`src/tcam_macros.svh`:
```
`ifndef TCAM_MACROS_SVH
`define TCAM_MACROS_SVH

// search key layout.
`define TCAM_KEY_BITS 144
`define TCAM_FIELD_BITS 2
`define TCAM_FIELD_COUNT 72

// field number as seen on the table write port.
`define TCAM_FIELD_IDX_BITS 7

// entry space.
`define TCAM_ENTRY_COUNT 256
`define TCAM_INDEX_BITS 8

// search strobe to result valid, in cycles.
`define TCAM_PIPE_DEPTH 3

`endif

```
`src/tcam_key_pkg.sv`:
```
`include "tcam_macros.svh"

package tcam_key_pkg;

  typedef logic [`TCAM_FIELD_BITS-1:0] field_t; // one field value.

  // field 0 sits in the lowest bits of the key.
  typedef field_t [`TCAM_FIELD_COUNT-1:0] field_array_t;

  // the same key bits, as a flat word or as per-field values.
  typedef union packed {
    logic [`TCAM_KEY_BITS-1:0] flat;
    field_array_t fields;
  } search_key_t;

endpackage

```
`src/search_key_stage.sv`:
```
`timescale 1ns/1ps

module search_key_stage
  import tcam_key_pkg::*;
(
  input  logic        clk,
  input  logic        rst,
  input  logic        search,
  input  search_key_t key,
  output search_key_t key_q,
  output logic        key_valid
);

  // key register, loaded only on a search.
  always_ff @(posedge clk) begin
    if (search) begin
      key_q.flat <= key.flat;
    end
  end

  // strobe follows the key by one cycle.
  always_ff @(posedge clk) begin
    if (rst) begin
      key_valid <= 1'b0;
    end else begin
      key_valid <= search;
    end
  end

endmodule

```
`config.mk`:
```
export PLATFORM = sky130hd
export DESIGN_NAME = search_key_stage
export DESIGN_NICKNAME = d
export VERILOG_FILES = /design/src/tcam_key_pkg.sv /design/src/search_key_stage.sv
export VERILOG_INCLUDE_DIRS = /design/src
export SDC_FILE = /design/constraint.sdc
export NUM_CORES = 1
export LEC_CHECK = 0
export BUFFER_PORTS_ARGS = -buffer_cell sky130_fd_sc_hd__buf_2
export CAP_MARGIN = 20
export CORE_AREA = 4 4 112 114
export CTS_CLUSTER_SIZE = 16
export DETAILED_ROUTE_END_ITERATION = 8
export DIE_AREA = 0 0 116 118
export PLACE_DENSITY = 0.69
export SLEW_MARGIN = 20
export SYNTH_ARGS = -nofsm -noshare
export SYNTH_HDL_FRONTEND = slang
export SYNTH_SLANG_ARGS = --single-unit
```
`constraint.sdc`:
```
create_clock -name clk -period 0.8 [get_ports clk]
set_clock_uncertainty 0.2 [all_clocks]
set_input_delay 0.16 -clock clk [delete_from_list [all_inputs] [get_ports clk]]
set_output_delay 0.16 -clock clk [all_outputs]
set_load 0.01 [all_outputs]
```
### After elaboration in Yosys (flattened, before gate mapping)

Cells that the tools add are included.

* flip-flop bits (word level): 145
* output and inout port bits: 145
* word-level logic and storage cells: 2
* bits of input ports: 147

### Depth between registers and ports, before layout

* depth in word-level cells: 0
* gate-level depth with buffers: 1
* gate-level depth less buffers: 1

### Least setup slack after synthesis

Ideal clock, no wire load.

* path kind: flip-flop to output port
* start point: register key_q[0] (netlist name)
* end point: output port key_q[0] (netlist name)
* slack: 46 ps
* required time: 440 ps
* arrival time: 394 ps
* path buffers: 0
* stages on the path, launching flop included: 1
* path through: edfxtp_1

RTL lines
* start, declared: RTL line search_key_stage.sv:10 `output search_key_t key_q,`

No word-level cell between the ends.

### Worst setup path after layout

* start point: register key_q[45] (netlist name)
* end point: output port key_q[45] (netlist name)

No word-level cell between the ends.

==> flow_summary.toml <==
[outcome]
status = "complete, but fails checks"
failed_checks = "negative hold slack, negative setup slack"

[routing]
dr.first_iter.drc_count = 127
totalWireLength_um = 10700
wl_per_cell_um = 17.0
firstDrtPassIters = 4
via_count = 2684
route.met2.wl_um = 5460
vias_per_cell = 4.29
antenna_left = 0
wirelength_met1_um = 3660
post-route-drc-count = 0
met3_length_um = 1340
top_signal_layer_used = "met4"

[flow_run]
max_capacitance_violation_count = 0

[yosys]
synth_net_count = 293
synth_seq_area_share_pct = 99.7
ys_async_sr_fraction_pct = 0
synth.avg_cell_area_sq_um = 29.8
synth.area.mux_share_pct = 0
yosysMostFrequentCell = "sky130_fd_sc_hd__edfxtp_1"
post_synth_xor_area_fraction_pct = 0
synth_simple_gate_area_share_pct = 0.316
synth.cells.most_frequent = "sky130_fd_sc_hd__edfxtp_1, sky130_fd_sc_hd__dfxtp_1, sky130_fd_sc_hd__nor2b_4"
synthFlopType = "sky130_fd_sc_hd__edfxtp_1"
synth.distinct_cells = 3
postSynthCellCount = 146
synth.ff_latch_count = 145
synth_adder_area_share_pct = 0
syn_area_sq_um = 4360
synth_top_cell_by_area = "sky130_fd_sc_hd__edfxtp_1"
synth-edff-count = 144
synth_top_cells_by_area = "sky130_fd_sc_hd__edfxtp_1, sky130_fd_sc_hd__dfxtp_1, sky130_fd_sc_hd__nor2b_4"
synth-compound-area-share_pct = 0
dominant_combinational_cell_family_by_area_after_synthesis = "simple AND/OR/NAND/NOR gates"
synth.top_cell.area_share_pct = 99.2
synth.yosys.warnings = 0

[cts]
max-clock-path-buffers = 2
cts.hold.buffers_added = 1
path_clk_slew_ns = 0.06
cts-buffers-inserted = 17
root_buffer = "sky130_fd_sc_hd__clkbuf_16"
cts_htree_levels = 4
cts_tree = "done"
numClockSinks = 145

[critical_path]
crit_type = "reg -> out"
worstPathBufferInverterCount = 1
cp_slowest_cell = "sky130_fd_sc_hd__edfxtp_1"
critical_path_start_type = "flop"
critPathRequiredTime_ns = 0.44
crit_path_max_fanout = 1
setup.worst_path.start = "key_q[45]$_DFFE_PP_"
timing.critical_path.to_type = "output pin"
critPathArrivalTime_ns = 0.96
timing.critical_path.cells = "buf_2"
dominant_delay_contributor_by_cell_family_on_the_critical_path = "flip-flops"
slowest_delay_ns = 0.39
cp.depth = 1

[finish]
areaGrowthSynthToFinish_pct = 56.7
antenna_cell_count = 0
layout.filler_cells = 857
postLayoutCellArea_sq_um = 6830
final_core_util_pct = 59.8
finalNetCount = 617
final_layout_size_suffix_gt1_share_pct = 69.4

[sta]
grt_setup_unrepaired = "yes"
clock.fmax_ghz = 0.760
final_hold_viol_count = 144
finalMaxSlewViolations = 0
postLayoutSetupSlackWorst_ns = -0.516
max_slew_margin_pct = 87.9
period_needed_ns = 1.32
hold_worst_slack_ns = -0.277
worst_slew_pin_slew_ns = 0.181
ratio_of_final_minimum_period_to_clock_period_pct = 165
timing.final.setup_violations = 145

[hold_path]
timing.hold.worst_path_depth = 1
min-delay-path-class = "in -> reg"
holdCritStartpoint = "key[64]"

[placed_design]
detailed_place.area_sq_um = 6120
post-dp-hpwl_um = 8510
numPortBuffers = 291
place.gp.congestion = 0.750

[global_route]
global_routing_usage_summed_across_all_routing_layers_pct = 15.2
overflow = 0
vias_in_the_first_global_route = 2895
grt_start_max_net_pins = 32
grt_pass1_wl_um = 15200
antenna_found_initial = 0

[power]
reported_leakage_power_nw = 2.98
power.density_nw_per_um2 = 2860
vdd_drop_max_mv = 1.87

[die]
die_h_um = 118
core_area_sq_um = 11400
top_level_ports = 292
row_count = 39
dieArea_sq_um = 13700
start_util_pct = 38.2
die_width_um = 116
-- cell type report --
cell class / instances / area (sq um) / share of cell area, %
flip-flops and latches: 145 / 4340 / 63.6
well taps: 143 / 179 / 2.62
multi-input cells: 1 / 13.8 / 0.202
repair buffers: 305 / 1610 / 23.6
clock buffers: 22 / 474 / 6.94
clock inverters: 10 / 205 / 3.00
-- stage by stage --
stage,power [mW],setup TNS [ns],worst slack (ns),instances
2_1_floorplan,9.68,0,0.0462,146
3_3_place_gp,10.8,-43.35,-0.282,593
3_5_place_dp,10.8,-44.93,-0.286,593
4_1_cts,19.8,-73.03,-0.546,626
5_1_grt,20.2,-74.81,-0.561,626
6_report,19.5,-68.34,-0.516,626
-- flip-flops by register name, indices dropped and copies added, names as in the netlist --
signal,cells
key_valid,1
key_q,144
-- placed cells by master (no fill, tap or decap), drive strengths merged --
cell type / netlist / routed
bufinv: 0 / 6
clkinv: 0 / 2
nor2b: 1 / 1
clkbuf: 0 / 22
buf: 0 / 304
edfxtp: 144 / 144
clkinvlp: 0 / 2
dfxtp: 1 / 1
dlygate4sd3: 0 / 1
-- cell families after synthesis --
logic type | Yosys count
flops | 145
simple gates | 1
-- report_power, final --
part	total (mW)	internal (mW)	switching, mW
sequential	9.17	9.03	0.148
combinational	1.50	0.698	0.800
clock	8.84	6.08	2.75
-- final timing paths --
check	end
setup / recovery	key_q[45]
hold / removal	key_q[64]$_DFFE_PP_
-- timing repair --
action                                 in CTS  in global routing
setup buffers                               0                  0
gates resized for setup                     0                  4
gates cloned                                0                  0
setup endpoints to repair                 145                145
endpoints found under the hold margin     152                147
-- per-layer routing --
layer  up-vias  GRT usage (%)
met2       184           25.6
li1       1251              -
met1      1230           15.8
met5         -              0
met3        19           7.20
met4         0           7.25
(Power assumes the default switching activity.)
