===== src/tcam_macros.svh =====
`ifndef TCAM_MACROS_SVH
`define TCAM_MACROS_SVH

// search key layout.
`define TCAM_KEY_BITS 144
`define TCAM_FIELD_BITS 2
`define TCAM_FIELD_COUNT 72

// field number as seen on the table write port.
`define TCAM_FIELD_IDX_BITS 7

// entry space.
`define TCAM_ENTRY_COUNT 256
`define TCAM_INDEX_BITS 8

// search strobe to result valid, in cycles.
`define TCAM_PIPE_DEPTH 3

`endif


===== src/tcam_result_pkg.sv =====
`include "tcam_macros.svh"

package tcam_result_pkg;

  typedef logic [`TCAM_ENTRY_COUNT-1:0] match_vec_t; // bit e is entry e.
  typedef logic [`TCAM_INDEX_BITS-1:0] entry_index_t;

endpackage


===== src/match_priority_encoder.sv =====
`timescale 1ns/1ps
`include "tcam_macros.svh"

module match_priority_encoder
  import tcam_result_pkg::*;
(
  input  logic         clk,
  input  logic         rst,
  input  match_vec_t   match_q,
  input  logic         match_valid,
  output logic         result_valid,
  output logic         hit,
  output entry_index_t index,
  output match_vec_t   match_vector
);

  logic         any_d;
  entry_index_t index_d;

  // lowest set bit wins, scanning down so the last assignment is the smallest index.
  always_comb begin
    any_d   = |match_q;
    index_d = '0; // stays 0 on a miss.
    for (int e = `TCAM_ENTRY_COUNT - 1; e >= 0; e--) begin
      if (match_q[e]) begin
        index_d = entry_index_t'(e);
      end
    end
  end

  // result fields hold between searches.
  always_ff @(posedge clk) begin
    if (match_valid) begin
      hit          <= any_d;
      index        <= index_d;
      match_vector <= match_q;
    end
  end

  always_ff @(posedge clk) begin
    if (rst) begin
      result_valid <= 1'b0;
    end else begin
      result_valid <= match_valid;
    end
  end

endmodule


===== config.mk =====
export PLATFORM = sky130hd
export DESIGN_NAME = match_priority_encoder
export DESIGN_NICKNAME = d
export VERILOG_FILES = /design/src/tcam_result_pkg.sv /design/src/match_priority_encoder.sv
export VERILOG_INCLUDE_DIRS = /design/src
export SDC_FILE = /design/constraint.sdc
export NUM_CORES = 1
export LEC_CHECK = 0
export BUFFER_PORTS_ARGS = -buffer_cell sky130_fd_sc_hd__buf_4
export CORE_AREA = 2 2 204 206
export DETAILED_ROUTE_END_ITERATION = 7
export DIE_AREA = 0 0 206 208
export PLACE_DENSITY = 0.63
export SLEW_MARGIN = 10
export SYNTH_ARGS = -nofsm -noshare
export SYNTH_HDL_FRONTEND = slang
export SYNTH_SLANG_ARGS = --single-unit

===== constraint.sdc =====
create_clock -name clk -period 5.16 [get_ports clk]
set_input_delay 0.258 -clock clk [delete_from_list [all_inputs] [get_ports clk]]
set_output_delay 0.258 -clock clk [all_outputs]
set_load 0.01 [all_outputs]

# [Word-level counts from Yosys, hierarchy flattened]
# Cells that the tools add are included.
[op_classes] mux=255 reduce_logical=8
[ops] operator="two-way mux 8 bit" n=128
[ops] operator="two-way mux 7 bit" n=64
[ops] operator="OR reduction 256 bit" n=1
[ops] operator="two-way mux 6 bit" n=32
[ops] operator="OR reduction 128 bit" n=1
[ops] operator="two-way mux 5 bit" n=16
[ops] operator="OR reduction 64 bit" n=1
[ops] operator="two-way mux 4 bit" n=8
[ops] operator="OR reduction 32 bit" n=1
[ops] operator="OR reduction 16 bit" n=1
[ops] operator="two-way mux 3 bit" n=4
[ops] operator="OR reduction 8 bit" n=1
[ops] operator="two-way mux 2 bit" n=2
[ops] operator="OR reduction 4 bit" n=1
[ops] operator="OR reduction 2 bit" n=1
[ops] operator="two-way mux 1 bit" n=1
[totals] ff_bits=266 in_bits=259 output_inout_bits=266 word_cells=274

# [Logic depth before layout (Yosys ltp)]
[depth] depth_word=255 mapped_depth=8 depth_no_buf=8

# [Worst setup path after synthesis]
# OpenSTA, ideal clock, no wires.
[synth_path] path_type="input-to-reg" start="in match_q[252]" end="reg index[6], data pin" setup_time_ns=0.260 arrival_ns=1.841 required_ns=4.900 setup_slack_ns=3.060 cell_stages=8 n_path_buf=0 cell_sequence="or4_1 > nor2_1 > nand3_1 > or3_1 > nor4_2 > nor3_1 > nor3b_1 > nor3b_1"
[synth_via] elab_chain_len=189
[synth_rtl] element="start: declaration" line="match_priority_encoder.sv:9" text="input match_vec_t match_q,"
[synth_rtl] element="two-way mux 8 bit (125 in a row)" line="match_priority_encoder.sv:25" text="if (match_q[e]) begin"
[synth_rtl] element="two-way mux 7 bit (64 in a row)" line="match_priority_encoder.sv:25"
[synth_rtl] element="end signal: assignment" line="match_priority_encoder.sv:35" text="index <= index_d;"
[synth_rtl] element="end: declaration" line="match_priority_encoder.sv:13" text="output entry_index_t index,"
# No other way between the ends.
# A chain may end at the register's enable or synchronous reset.

# [Final worst setup path]
[layout_path] start="in match_q[189]" end="reg index[0], data pin"
[layout_via] elab_chain_len=189
[layout_rtl] element="two-way mux 8 bit (62 in a row)" line="match_priority_encoder.sv:25"
[layout_rtl] element="two-way mux 7 bit (64 in a row)" line="match_priority_encoder.sv:25"
[layout_rtl] element="two-way mux 6 bit (32 in a row)" line="match_priority_encoder.sv:25"
[layout_rtl] element="two-way mux 5 bit (16 in a row)" line="match_priority_encoder.sv:25"
[layout_rtl] element="two-way mux 4 bit (8 in a row)" line="match_priority_encoder.sv:25"
[layout_rtl] element="two-way mux 3 bit (4 in a row)" line="match_priority_encoder.sv:25"
[layout_rtl] element="two-way mux 2 bit (2 in a row)" line="match_priority_encoder.sv:25"
[layout_rtl] element="two-way mux 1 bit" line="match_priority_encoder.sv:25"
# No other way between the ends.

==> results.sh <==
export IMPL_vias=11300
export IMPL_detail_route_antenna_nets=0
export IMPL_num_fill_cells=3482
export IMPL_antenna_found_initial=1
export IMPL_track_usage_pct=21.7
export IMPL_layout_worst_path_cycle_share_pct=64.7
export IMPL_whs_path_depth=1
export IMPL_die_area_mm2=0.0428
export IMPL_layout_common_cells="526 x buf_4, 265 x edfxtp_1, 257 x dlygate4sd3_1, 127 x nor2_1, 56 x a21oi_1"
export IMPL_cts_num_sinks=266
export IMPL_synth_async_sr_flop_share_pct=0
export IMPL_drtIter0Drc=879
export IMPL_rsz0062_at_grt="false"
export IMPL_setup_tns_final_ns=0
export IMPL_post_drt_wl_per_cell_um=21.6
export IMPL_cp_arrival_ns=3.64
export IMPL_drive_gt1_share_pct=34.0
export IMPL_overflow=0
export IMPL_ys_seq_area_share_pct=70.3
export IMPL_viasPerCell=5.01
export IMPL_grt_pass1_wl_um=70600
export IMPL_ys_seq_elements=266
export IMPL_grt_max_degree=138
export IMPL_numPortBuffers=524
export IMPL_clockBufferDepth=3
export IMPL_synth_distinct_cells=55
export IMPL_die_w_um=206
export IMPL_holdPathEnd="match_vector[188]"
export IMPL_gp_congestion=0.861
export IMPL_crit_type="input pin to flip-flop"
export IMPL_cts_root_buf="clkbuf_16"
export IMPL_timing_fmax_ghz=0.299
export IMPL_synth_edf_count=265
export IMPL_post_dp_hpwl_um=36200
export IMPL_initial_core_util_pct=28.0
export IMPL_ir_worst_vdd_uv=333
export IMPL_p_leak_nw=7.64
export IMPL_power_density_mw_per_mm2=295
export IMPL_yosys_warnings=0
export IMPL_cp_end_kind="flip-flop"
export IMPL_design_core_area_mm2=0.0406
export IMPL_status="completed"
export IMPL_worstMarginPinSlew_ns=1.07
export IMPL_syn_nets=1141
export IMPL_final_nets=1958
export IMPL_wl_um=48700
export IMPL_max_slew_margin_pct=27.4
export IMPL_final_hold_viol_count=0
export IMPL_worstPathRequired_ns=5.46
export IMPL_syn_avg_cell_area_um2=12.9
export IMPL_cts_made_buffers=30
export IMPL_clkTransAtPathRegs_ns=0.06
export IMPL_pre_cts_ws_ns=1.73
export IMPL_grt_pass1_vias=11500
export IMPL_ys_flop_type="edfxtp_1"
export IMPL_seqCellArea_mm2=0.00798
export IMPL_p_total_mw=5.78
export IMPL_num_io_pins=525
export IMPL_multi_input_area_mm2=0.00322
export IMPL_cp_max_fo=5
export IMPL_period_minus_slack_ns=3.34
export IMPL_final_max_slew_viol_count=0
export IMPL_rows=74
export IMPL_min_path_type="input pin to flip-flop"
export IMPL_cts_htree_levels=1
export IMPL_syn_area_mm2=0.0114
export IMPL_min_delay_start="match_valid"
export IMPL_layout_commonest_cell="buf_4"
export IMPL_area_growth_pct=72.5
export IMPL_cts_tree="yes"
export IMPL_drc=0
export IMPL_setup_viol=0
export IMPL_first_pass_iters=5
export IMPL_dieHeight_um=208
export IMPL_worstSetupStartpointType="input pin"
export IMPL_post_route_util_pct=48.3
export IMPL_synth_cells=882
export IMPL_drv_cap=0
export IMPL_dp_cells=1942
export IMPL_layoutNonFillerInstCount=2255
export IMPL_final_setup_worst_slack_ns=1.82
-- logic make-up after synthesis --
| logic type | synth area share (%) |
|---|---|
| AO/OA/AOI/OAI | 11.3 |
| AND/OR/NAND/NOR | 16.9 |
| flip-flops | 70.3 |
| buffers and inverters | 1.45 |
-- timing repair --
item / in CTS / in global routing
setup buffers: 0 / 0
hold buffers: 257 / 0
hold endpoints to repair: 257 / 0
resized for setup: 0 / 0
-- sequential cells by signal, summed over array words and instances, names as in the netlist --
| name | cells |
|---|---|
| match_vector | 256 |
| hit | 1 |
| index | 8 |
| result_valid | 1 |
-- through the flow --
stage,hold WS [ns],cell area [um^2]
after floorplan,0.330,11400
after global placement,0.414,16000
after detailed placement,0.421,16000
after CTS,0.364,19600
after global routing,0.373,19600
final,0.336,19600
-- cell usage after synthesis (5+ instances only) --
| cell type | n | area, um^2 |
|---|---|---|
| nor3_1 | 48 | 240 |
| a31oi_1 | 8 | 50.1 |
| nand3_1 | 28 | 140 |
| a21oi_1 | 56 | 280 |
| nor2b_1 | 16 | 100 |
| or4_1 | 10 | 75.1 |
| o2111ai_1 | 5 | 43.8 |
| o31ai_1 | 17 | 128 |
| o21ai_0 | 28 | 140 |
| edfxtp_1 | 265 | 7960 |
| nor4_1 | 56 | 350 |
| nor2_1 | 127 | 477 |
| a221oi_1 | 5 | 43.8 |
| o21ai_1 | 13 | 65.1 |
| nand4_1 | 12 | 75.1 |
| o41ai_1 | 10 | 87.6 |
| o211ai_1 | 6 | 45.0 |
| a211oi_1 | 7 | 52.6 |
| inv_1 | 44 | 165 |
| nand2_1 | 42 | 158 |
| nand2b_1 | 6 | 37.5 |
| o21a_1 | 5 | 37.5 |
| o21bai_1 | 6 | 45.0 |
-- worst max path at each step --
| stage | from | endpoint | depth (start not counted) |
|---|---|---|---|
| 3_3_place_gp | match_q[189] | index[0] | 9 |
| 3_5_place_dp | match_q[189] | index[0] | 9 |
| 6_report | match_q[189] | index[0] | 10 |
| 4_1_cts | match_q[189] | index[0] | 10 |
| 5_1_grt | match_q[189] | index[0] | 10 |
| 2_1_floorplan | match_q[252] | index[6] | 8 |
-- where the power goes --
| part | internal (mW) | total (mW) | switching [mW] |
|---|---|---|---|
| registers | 2.57 | 2.62 | 0.0552 |
| clock network | 1.29 | 2.18 | 0.894 |
| logic | 0.499 | 0.970 | 0.471 |
-- layer usage --
layer / vias to the layer above / wire length (um) / share of wire (%) / track usage, %
met5: - / 0 / 0 / 0
met4: 0 / 1200 / 2.5 / 6.21
met3: 79 / 3920 / 8.0 / 3.82
met2: 616 / 24300 / 50 / 37.7
met1: 5430 / 19200 / 40 / 27.6
li1: 5168 / - / - / -
-- layout make-up --
class,count,area share (%)
flip-flops and latches,266,40.7
multi-input cells,572,16.4
repair buffers,785,33.5
clock buffers,32,3.98
diodes,1,0.0128
inverters,44,0.843
well taps,532,3.40
clock inverters,23,1.15
-- critical path, stage by stage --
cell and delay [ns]:
dlygate4sd3_1 0.55, buf_4 0.16, or4_1 0.53, nor2_1 0.10, o21ai_1 0.14, nor4_1 0.60, o211ai_1 0.32, a311oi_1 0.73
o31a_1 0.19, o22ai_1 0.06
No activity file was read; power rests on OpenSTA's default activity.
